File: config.mk
export PLATFORM = sky130hd
export DESIGN_NAME = tnn_classifier
export DESIGN_NICKNAME = d
export VERILOG_FILES = /design/src/tnn_pkg.sv /design/src/layer_if.sv /design/src/ternary_accumulator.sv /design/src/sparse_ternary_layer.sv /design/src/class_vote_layer.sv /design/src/tnn_classifier.sv
export SDC_FILE = /design/constraint.sdc
export NUM_CORES = 1
export LEC_CHECK = 0
export BUFFER_PORTS_ARGS = -buffer_cell sky130_fd_sc_hd__buf_2
export CAP_MARGIN = 5
export CORE_AREA = 3 3 152 154
export CTS_BUF_LIST = sky130_fd_sc_hd__clkbuf_4
export CTS_CLUSTER_SIZE = 12
export DETAILED_ROUTE_END_ITERATION = 10
export DIE_AREA = 0 0 155 157
export PLACE_DENSITY_LB_ADDON = 0.2
export RECOVER_POWER = 100
export SKIP_LAST_GASP = 1
export SLEW_MARGIN = 10
export SYNTH_ARGS = -nofsm -noshare
export SYNTH_HDL_FRONTEND = slang
export SYNTH_SLANG_ARGS = --single-unit
File: constraint.sdc
create_clock -name clk -period 6.8 [get_ports clk]
set_input_delay 0 -clock clk [delete_from_list [all_inputs] [get_ports clk]]
set_output_delay 0 -clock clk [all_outputs]
set_load 0.01 [all_outputs]
File: src/tnn_pkg.sv
`default_nettype none

package tnn_pkg;

  // Network sizes.
  localparam int feat_cnt    = 8;
  localparam int feat_bits   = 4;
  localparam int half_hidden = 4;
  localparam int hidden_cnt  = 2 * half_hidden;
  localparam int class_cnt   = 4;
  localparam int class_bits  = 2;

  // Datapath widths. Eight features of up to 15 need 8 signed bits,
  // and a class score ranges over plus or minus hidden_cnt.
  localparam int acc_bits   = 8;
  localparam int score_bits = 5;

  // The shared step counter runs from 0 up to feat_cnt inclusive.
  localparam int cnt_bits = $clog2(feat_cnt + 1);
  localparam int sel_bits = $clog2(feat_cnt);

  // First-layer weights, one byte per neuron with neuron 0 in the low byte.
  // A set mask bit marks a nonzero weight, and the sign bit then picks +1 (set) or -1.
  localparam logic [half_hidden*feat_cnt-1:0] mask_a = 32'hC3_3D_A5_29;
  localparam logic [half_hidden*feat_cnt-1:0] sign_a = 32'h81_24_A0_49;
  localparam logic [half_hidden*feat_cnt-1:0] mask_b = 32'hF7_0F_91_66;
  localparam logic [half_hidden*feat_cnt-1:0] sign_b = 32'h50_0A_18_42;

  // Output weights, one byte per class over the eight hidden bits.
  localparam logic [class_cnt*hidden_cnt-1:0] out_mask = 32'hF1_3C_C3_5A;
  localparam logic [class_cnt*hidden_cnt-1:0] out_sign = 32'h91_28_43_1A;

  // Returns the slot of bit pos in the sparse list of a row, which is the
  // number of set bits below it. Gives -1 when no bit up to pos is set.
  function automatic int nth(input logic [feat_cnt-1:0] row, input int pos);
    int idx;
    idx = -1;
    for (int j = 0; j <= pos; j++) begin
      if (row[j]) begin
        idx = idx + 1;
      end
    end
    return idx;
  endfunction

  // Number of nonzero weights of one neuron.
  function automatic int nnz_cnt(input logic [half_hidden*feat_cnt-1:0] mask,
                                 input int row);
    return nth(mask[row*feat_cnt +: feat_cnt], feat_cnt - 1) + 1;
  endfunction

  // Longest sparse list over all neurons of a mask; sets the layer latency.
  function automatic int max_len(input logic [half_hidden*feat_cnt-1:0] mask);
    int longest;
    longest = 0;
    for (int r = 0; r < half_hidden; r++) begin
      if (nnz_cnt(mask, r) > longest) begin
        longest = nnz_cnt(mask, r);
      end
    end
    return longest;
  endfunction

endpackage

`default_nettype wire

File: src/layer_if.sv
`default_nettype none

// Link between a sparse layer, the top level that feeds it and the vote
// layer that reads its hidden bits.
interface layer_if;

  logic                                                 start;
  logic [tnn_pkg::feat_cnt-1:0][tnn_pkg::feat_bits-1:0] features;
  logic [tnn_pkg::half_hidden-1:0]                      hidden;
  logic                                                 done;

  modport layer (
    input  start,
    input  features,
    output hidden,
    output done
  );

  // The vote layer only looks at results.
  modport sink (
    input hidden,
    input done
  );

endinterface

`default_nettype wire

File: src/ternary_accumulator.sv
`default_nettype none

module ternary_accumulator #(
  parameter int size = 1
) (
  input  logic                                clk,
  input  logic                                rst,
  input  logic                                clear,
  input  logic                                halt,
  input  logic signed [tnn_pkg::acc_bits-1:0] sample,
  output logic                                out
);

  // The sum of size features of at most 15 each needs fewer bits than the
  // shared sample width, so the register is trimmed to what this neuron needs.
  // Partial sums stay inside the same range, so no bits are lost.
  localparam int sum_bits = $clog2((2 ** tnn_pkg::feat_bits - 1) * size + 1) + 1;

  logic signed [sum_bits-1:0] sum;
  logic signed [sum_bits-1:0] addend;

  assign addend = $signed(sample[sum_bits-1:0]);

  always_ff @(posedge clk or posedge rst) begin
    if (rst) begin
      sum <= '0;
    end else if (clear) begin
      sum <= '0;
    end else if (!halt) begin
      sum <= sum + addend;
    end
  end

  // Binary activation. A zero sum counts as positive.
  assign out = ~sum[sum_bits-1];

endmodule

`default_nettype wire

File: src/sparse_ternary_layer.sv
`default_nettype none

module sparse_ternary_layer #(
  parameter logic [tnn_pkg::half_hidden*tnn_pkg::feat_cnt-1:0] mask = '1,
  parameter logic [tnn_pkg::half_hidden*tnn_pkg::feat_cnt-1:0] sign = '1
) (
  input logic    clk,
  input logic    rst,
  layer_if.layer lyr
);

  // Steps needed before every neuron of this half has seen all its features.
  localparam int len = tnn_pkg::max_len(mask);

  logic [tnn_pkg::feat_cnt-1:0][tnn_pkg::feat_bits-1:0] feat_q;
  logic [tnn_pkg::cnt_bits-1:0]                         cnt;
  logic [tnn_pkg::sel_bits-1:0]                         sel;
  logic                                                 active;
  logic                                                 last;
  logic [tnn_pkg::half_hidden-1:0]                      hidden_bits;

  // Features are held for the whole computation.
  always_ff @(posedge clk) begin
    if (lyr.start) begin
      feat_q <= lyr.features;
    end
  end

  assign last = (cnt == tnn_pkg::cnt_bits'(len));

  // One counter walks the sparse lists of all neurons in step. It stops at
  // len, not len - 1, so that the halt of the longest neuron also asserts.
  always_ff @(posedge clk or posedge rst) begin
    if (rst) begin
      cnt    <= '0;
      active <= 1'b0;
    end else if (lyr.start) begin
      cnt    <= '0;
      active <= 1'b1;
    end else if (active && !last) begin
      cnt <= cnt + 1'b1;
    end
  end

  // At a count of feat_cnt the low bits wrap to slot 0; every neuron is
  // halted by then, so the value is never added.
  assign sel = cnt[tnn_pkg::sel_bits-1:0];

  for (genvar i = 0; i < tnn_pkg::half_hidden; i++) begin : g_neuron
    localparam logic [tnn_pkg::feat_cnt-1:0] row_mask =
      mask[i*tnn_pkg::feat_cnt +: tnn_pkg::feat_cnt];
    localparam logic [tnn_pkg::feat_cnt-1:0] row_sign =
      sign[i*tnn_pkg::feat_cnt +: tnn_pkg::feat_cnt];
    localparam int row_nnz = tnn_pkg::nnz_cnt(mask, i);

    logic signed [tnn_pkg::acc_bits-1:0] list [tnn_pkg::feat_cnt];
    logic                                halt;

    // Pack the selected features, negated where the weight is -1, into the
    // low slots of the list in order of their mask bits.
    for (genvar j = 0; j < tnn_pkg::feat_cnt; j++) begin : g_feat
      if (row_mask[j]) begin : g_used
        if (row_sign[j]) begin : g_pos
          assign list[tnn_pkg::nth(row_mask, j)] =
            $signed({{(tnn_pkg::acc_bits - tnn_pkg::feat_bits){1'b0}}, feat_q[j]});
        end else begin : g_neg
          assign list[tnn_pkg::nth(row_mask, j)] =
            -$signed({{(tnn_pkg::acc_bits - tnn_pkg::feat_bits){1'b0}}, feat_q[j]});
        end
      end
    end

    // Unused tail slots.
    for (genvar k = row_nnz; k < tnn_pkg::feat_cnt; k++) begin : g_pad
      assign list[k] = '0;
    end

    assign halt = !active || (cnt >= tnn_pkg::cnt_bits'(row_nnz));

    ternary_accumulator #(
      .size (row_nnz)
    ) u_acc (
      .clk    (clk),
      .rst    (rst),
      .clear  (lyr.start),
      .halt   (halt),
      .sample (list[sel]),
      .out    (hidden_bits[i])
    );
  end

  assign lyr.hidden = hidden_bits;
  assign lyr.done   = active && last;

endmodule

`default_nettype wire

File: src/class_vote_layer.sv
`default_nettype none

module class_vote_layer (
  input  logic                           clk,
  input  logic                           rst,
  input  logic                           start,
  layer_if.sink                          half_a,
  layer_if.sink                          half_b,
  output logic [tnn_pkg::class_bits-1:0] class_id,
  output logic                           valid
);

  logic [tnn_pkg::hidden_cnt-1:0]        hidden_all;
  logic signed [tnn_pkg::score_bits-1:0] score [tnn_pkg::class_cnt];
  logic signed [tnn_pkg::score_bits-1:0] best_score;
  logic [tnn_pkg::class_bits-1:0]        best_idx;
  logic                                  armed;
  logic                                  fire;

  assign hidden_all = {half_b.hidden, half_a.hidden};

  // A hidden bit of 1 stands for +1 and 0 for -1, so the product with a
  // ternary weight is +1 exactly when the bit equals the weight's sign bit.
  always_comb begin
    for (int c = 0; c < tnn_pkg::class_cnt; c++) begin
      score[c] = '0;
      for (int h = 0; h < tnn_pkg::hidden_cnt; h++) begin
        if (tnn_pkg::out_mask[c*tnn_pkg::hidden_cnt + h]) begin
          if (tnn_pkg::out_sign[c*tnn_pkg::hidden_cnt + h] == hidden_all[h]) begin
            score[c] = score[c] + tnn_pkg::score_bits'(1);
          end else begin
            score[c] = score[c] - tnn_pkg::score_bits'(1);
          end
        end
      end
    end
  end

  // Strict compare keeps the lowest index on a tie.
  always_comb begin
    best_score = score[0];
    best_idx   = '0;
    for (int c = 1; c < tnn_pkg::class_cnt; c++) begin
      if (score[c] > best_score) begin
        best_score = score[c];
        best_idx   = tnn_pkg::class_bits'(c);
      end
    end
  end

  // A start in the same cycle aborts the finished run, so it blocks firing.
  assign fire = armed && half_a.done && half_b.done && !start;

  always_ff @(posedge clk or posedge rst) begin
    if (rst) begin
      armed <= 1'b0;
      valid <= 1'b0;
    end else begin
      valid <= fire;
      if (start) begin
        armed <= 1'b1;
      end else if (fire) begin
        armed <= 1'b0;
      end
    end
  end

  always_ff @(posedge clk) begin
    if (fire) begin
      class_id <= best_idx;
    end
  end

endmodule

`default_nettype wire

File: src/tnn_classifier.sv
`default_nettype none

module tnn_classifier (
  input  logic                                          clk,
  input  logic                                          rst,
  input  logic                                          start,
  input  logic [tnn_pkg::feat_cnt*tnn_pkg::feat_bits-1:0] features,
  output logic [tnn_pkg::class_bits-1:0]                class_id,
  output logic                                          valid
);

  layer_if if_a ();
  layer_if if_b ();

  // Both halves see the same start and the same features.
  assign if_a.start    = start;
  assign if_a.features = features;
  assign if_b.start    = start;
  assign if_b.features = features;

  sparse_ternary_layer #(
    .mask (tnn_pkg::mask_a),
    .sign (tnn_pkg::sign_a)
  ) u_half_a (
    .clk (clk),
    .rst (rst),
    .lyr (if_a.layer)
  );

  sparse_ternary_layer #(
    .mask (tnn_pkg::mask_b),
    .sign (tnn_pkg::sign_b)
  ) u_half_b (
    .clk (clk),
    .rst (rst),
    .lyr (if_b.layer)
  );

  class_vote_layer u_vote (
    .clk      (clk),
    .rst      (rst),
    .start    (start),
    .half_a   (if_a.sink),
    .half_b   (if_b.sink),
    .class_id (class_id),
    .valid    (valid)
  );

endmodule

`default_nettype wire

Word level (Yosys, flattened, before mapping)
Index checks and enable logic that the tools add are counted.

Register bits after elaboration: 103. Bits in latches: 0. Bits in writable memories: 0. Memory bits (read-only): 0. Input port bits: 35. Output and inout bits: 3. Memories: 0.

Add/subtract/negate cells: 42. Multipliers: 0. Divide/modulo/power cells: 0. Magnitude comparators: 11. Eq/ne operators: 8. Shift-type cells: 0. Muxes and demuxes: 66. Bitwise logic cells: 2. Reduce and logical (&&, ||, !) cells: 21.

Operators by type and width (count): $bmux 8 s3 (8); $mux 7 (24); $mux 5 (18); $mux 8 (8); $neg 4->8 (8); $add 5x2->5 const B (12); $sub 5x2->5 const B (12); $add 7x7->7 (6); $add 8x8->8 (2); $ge 4x3->1 const B (4); $mux 4 (4); $gt 5x5->1 (3); $ne 2x2->1 const B (6); $add 4x1->4 const B (2); $eq 4x3->1 const B (2); $ge 4x2->1 const B (2); $ge 4x4->1 const B (2); $not 3->4 (2); $logic_and 1x1->1 (7); $logic_or 1x1->1 (6); $reduce_bool 2->1 (3); $logic_not 1->1 (4); $mux 1 (4); $reduce_or 2->1 (1).

Longest topological paths before layout
Word-level depth: 13. Mapped depth: 22. Depth with buffers taken out: 22.

Hierarchy
From an unflattened synthesis, not the netlist that was laid out.

Cell total of the unflattened synthesis: 1088. Area total of the unflattened synthesis: 10697.8 sq um.

Modules (own cells, without submodules): ternary_accumulator (u_half_a.g_neuron[0].u_acc ...) (instances 6, cells each 58, area an instance 554.3 sq um); sparse_ternary_layer (u_half_a) (instances 1, cells each 233, area an instance 2499.9 sq um); sparse_ternary_layer (u_half_b) (instances 1, cells each 228, area an instance 2321.0 sq um); class_vote_layer (instances 1, cells each 137, area an instance 1224.9 sq um); ternary_accumulator (u_half_a.g_neuron[2].u_acc) (instances 1, cells each 71, area an instance 670.6 sq um); ternary_accumulator (u_half_b.g_neuron[3].u_acc) (instances 1, cells each 71, area an instance 655.6 sq um).

Worst setup path before layout
No wires, ideal clock.

Path type: flip-flop to flip-flop. Start point: reg u_half_b.g_neuron[2].u_acc.sum[6]. End point: reg u_vote.class_id[1] (netlist bit), data pin. Library setup time: 267 ps. Data arrival time: 4667 ps. Setup slack: 1866 ps. Cell stages (with the launch flop): 21. Buffers on the path: 0. Period minus slack after synthesis: 4934 ps. Path through: dfrtp_1 -> inv_1 -> fa_1 -> ha_1 -> o21a_1 -> nor2_1 -> xnor2_1 -> ha_1 -> a211o_1 -> a31oi_1 -> mux2_2 -> mux2_2 -> ha_1 -> nand2b_1 -> nand3_1 -> mux2_2 -> ha_1 -> o21a_1 -> o21ai_0 -> and3_1 -> o21ai_0.

Cells in the longest elaborated chain, start to end: 9. Elaborated cells between the ends (all ways): 15.

Ends and longest elaborated chain: start, declared (line ternary_accumulator.sv:19) `logic signed [sum_bits-1:0] sum;`; start signal, assigned (line ternary_accumulator.sv:30) `sum <= sum + addend;`; $mux 5 (line class_vote_layer.sv:29) `if (tnn_pkg::out_sign[c*tnn_pkg::hidden_cnt + h] == hidden_all[h]) begin`; $sub 5x2->5 or $add 5x2->5 (tied branches) (line class_vote_layer.sv:32, class_vote_layer.sv:30); $mux 5 (line class_vote_layer.sv:29); $gt 5x5->1 (line class_vote_layer.sv:44) `if (score[c] > best_score) begin`; $mux 5 (line class_vote_layer.sv:44); $gt 5x5->1 (line class_vote_layer.sv:44); $mux 5 (line class_vote_layer.sv:44); $gt 5x5->1 (line class_vote_layer.sv:44); $reduce_or 2->1 (no line) (*); end signal, assigned (line class_vote_layer.sv:70) `class_id <= best_idx;`; end, declared (line class_vote_layer.sv:9) `output logic [tnn_pkg::class_bits-1:0] class_id,`.

Mark *: on every way between the ends. The rest lies on a longest branch, timed or not. A chain may end at the register's enable or synchronous reset.

Final worst setup path
Same ends and word-level chain as after synthesis.

==> results.md <==
- Tightest Pin Transition: 4060 ps
- Gp weighted congestion: 0.898
- Number of enable flip-flop cells after synthesis: 34
- Worst setup SP type: flip-flop
- Critical Path Sink Type: flip-flop
- # clock sinks: 103
- Clk_lat worst skew: 500 ps
- Warnings from Yosys: 0
- DRC errors left: 0
- Hold Crit Class: in -> reg
- Placed cell count: between 1,000 and 1,500
- Final instance area: 9790 sq um
- Worst Clk Skew: 31.1 ps
- Fin crit period: 5410 ps
- H-Tree Level Count: 3
- I/O Buffers: 37
- Total GRT Usage: 0.191
- Fin crit share: 0.796
- Fin cells: 1,320
- Max Freq: 0.185 GHz
- Mean Syn Cell Area: 9.02 sq um
- Critical path data required time: 7040 ps
- Initial Util: 0.408
- Number of global-route vias before repair: 7,264
- Worst endpoint data arrival time: 5650 ps
- Die ar.: 24,300 sq um
- RSZ-0062 raised after global routing: false
- Final WS setup: 1390 ps
- Detailed placer's ending HPWL: 16.8 mm
- Die Y: 157 um
- Max VDD drop: 0.352 mV
- Num CTS Buffers: 9
- Max_cap viols: 4
- Syn nets: 1,137
- Tot Pwr: between 0.004 and 0.005 W
- Most common cell after layout, fill and taps aside: nor2_1
- Most frequent cells in the layout: nor2_1 (112), ha_1 (98), a21oi_1 (86)
- Synth Register Bits: 103
- Distinct cells, synth: between 60 and 70
- Ys flop type: dfrtp_1
- Diode count: 0
- Synth area leaders: dfrtp_1 (19%), ha_1 (14%), edfxtp_1 (11%)
- CP Max Fanout: 7
- Seq/Total Area, Yosys: 0.309
- Clock transition at path regs: 190 ps
- Vias: ~7,300
- Routed Antenna Nets: 0
- Violated checks: max-capacitance violations, max-slew violations
- Layout fillers: 2,143
- Worst relative slew slack: -1.71
- Via density: between 5 and 6
- Top cell type's share of synthesized area: 0.194
- Remaining Overflow, GRT: 0
- Power Density: 468 nW/um^2
- WL/cell: around 17 um
- Placement row count: 54
- Lkg Pwr: 4.40 nW
- CTS Root Cell: clkbuf_4
- Final Setup Violations: 0
- Mapped Cells: 987
- Status: finished, violations left
- Synth area leader: dfrtp_1
- Core Footprint: 21,800 sq um
- Max Buffers Root-to-Sink: 2
- Largest net degree at the start of global routing: 72
- Nets: 1,185
- First-pass iteration count of the detailed router: 7
- Post_cts resized: 0
- Die W: 155 um
- WL final: between 20 and 25 mm
- First-pass GRT wire length: 37.5 mm
- CTS tree: done
- Pre-CTS WS: 1390 ps
- Area grow syn2layout: 9.97%
- Sum Neg Setup Slack: 0 ps
- Post-synthesis async set-or-reset flop share: 0.670
- DP Area: 9340 sq um
- Initial antenna violation count: 0
- Num ports: 38
- Max Slew Vio Count: 226
- Initial DRC count: 509
- Final Hold Fails: 0
- WS Path Type: reg -> reg
- Synthesized area: 8910 sq um
- Share of cells above drive strength 1: 0.0923
-- final timing paths --
| kind | startpoint | end | slack, ps | cells past startpoint |
|---|---|---|---|---|
| max | u_half_b.g_neuron[2].u_acc.sum[6] | u_vote.class_id[1] | 1390 | 21 |
| min | features[17] | u_half_b.feat_q[17] | 190 | 2 |
| max reg2reg | u_half_b.g_neuron[2].u_acc.sum[6] | u_vote.class_id[1] | 1390 | 21 |
| min reg2reg | u_vote.armed | u_vote.armed | 530 | 2 |
| max in group asynchronous | rst | u_half_b.g_neuron[1].u_acc.sum[4] | 2930 | 4 |
| min in group asynchronous | rst | u_vote.valid | 1620 | 4 |
-- critical path, cell delays in order (launching register included) --
cell	delay (ps)
dfrtp_1	480
inv_1	230
fa_1	480
ha_1	320
o21a_1	200
nor2_1	110
xnor2_1	160
ha_1	310
a211o_1	280
a31oi_1	140
o22ai_1	200
mux2i_1	280
ha_1	300
a21oi_1	140
o211ai_1	110
nand3_1	210
mux2_2	370
ha_1	270
o21a_1	180
o21ai_0	150
and3_1	180
o21ai_0	90
-- per-stage QoR --
step	util	hold WS, ps
global placement	0.428	176
floorplan	-	98.9
CTS	0.450	150
finish	0.449	188
global route	0.449	148
detailed placement	0.428	178
-- power breakdown --
| part | leakage, nW | total (W) | switching (W) | internal [W] |
|---|---|---|---|---|
| Combinational | 3.11 | 0.00329 | 0.00171 | 0.00157 |
| Sequential | 1.22 | 0.000981 | 0.000148 | 0.000833 |
| Clock | 0.0748 | 0.000321 | 0.000234 | 0.0000868 |
| Total | 4.40 | 0.00459 | 0.00210 | 0.00249 |
-- cells by family (layout without fill, tap and decap cells) --
logic type / Yosys count / count (layout) / share of synthesized area
flops: 103 / 103 / 0.309
compound gates: 254 / 254 / 0.187
simple gates: 310 / 310 / 0.171
buf+inv: 121 / 174 / 0.0525
xor+xnor: 33 / 33 / 0.0325
fa+ha+maj: 115 / 115 / 0.176
mux: 51 / 51 / 0.0722
-- metal layers --
metal,GRT usage,routed length [um],up-vias
met1,0.258,10800,3422
met5,0,0,-
met4,0.0521,445,0
met3,0.0322,980,28
li1,-,-,3677
met2,0.319,10600,147
-- area by class of cell --
class,instances,area (sq um),area share
multi-input cells,763,5690,0.581
repair buffers,82,592,0.0604
clock buffers,10,75.1,0.00766
flip-flops and latches,103,2750,0.281
well taps,280,350,0.0358
inverters,76,285,0.0291
clock inverters,6,53.8,0.00549
-- what timing repair did --
action	in CTS	in global routing
hold buffers	34	0
setup buffers	0	0
endpoints found under the hold margin	106	0
-- sequential cells by signal, indices dropped and copies added, names as in the netlist --
| name | count |
|---|---|
| u_half_b.active | 1 |
| u_half_a.cnt | 4 |
| u_vote.valid | 1 |
| u_half_b.g_neuron.u_acc.sum | 29 |
| u_half_a.g_neuron.u_acc.sum | 29 |
| u_half_b.cnt | 4 |
| u_half_b.feat_q | 32 |
| u_vote.class_id | 2 |
| u_vote.armed | 1 |
-- cells in the mapped netlist, types with 10 or more instances --
cell type and count:
a21oi_1 86, a211oi_1 36, o21ai_0 28, xnor2_1 27, o21a_1 10, mux2_2 16, a31oi_1 10, nor2_1 112
a21o_1 17, dfrtp_1 69, o211ai_1 16, nor2b_1 13, nand2_1 70, a211o_1 10, buf_2 11, edfxtp_1 34
nand3_1 18, nor3_1 15, ha_1 98, fa_1 17, inv_1 74, clkbuf_1 25, nand2b_1 15, mux2i_1 26
Power figures use the tool's default switching activity.
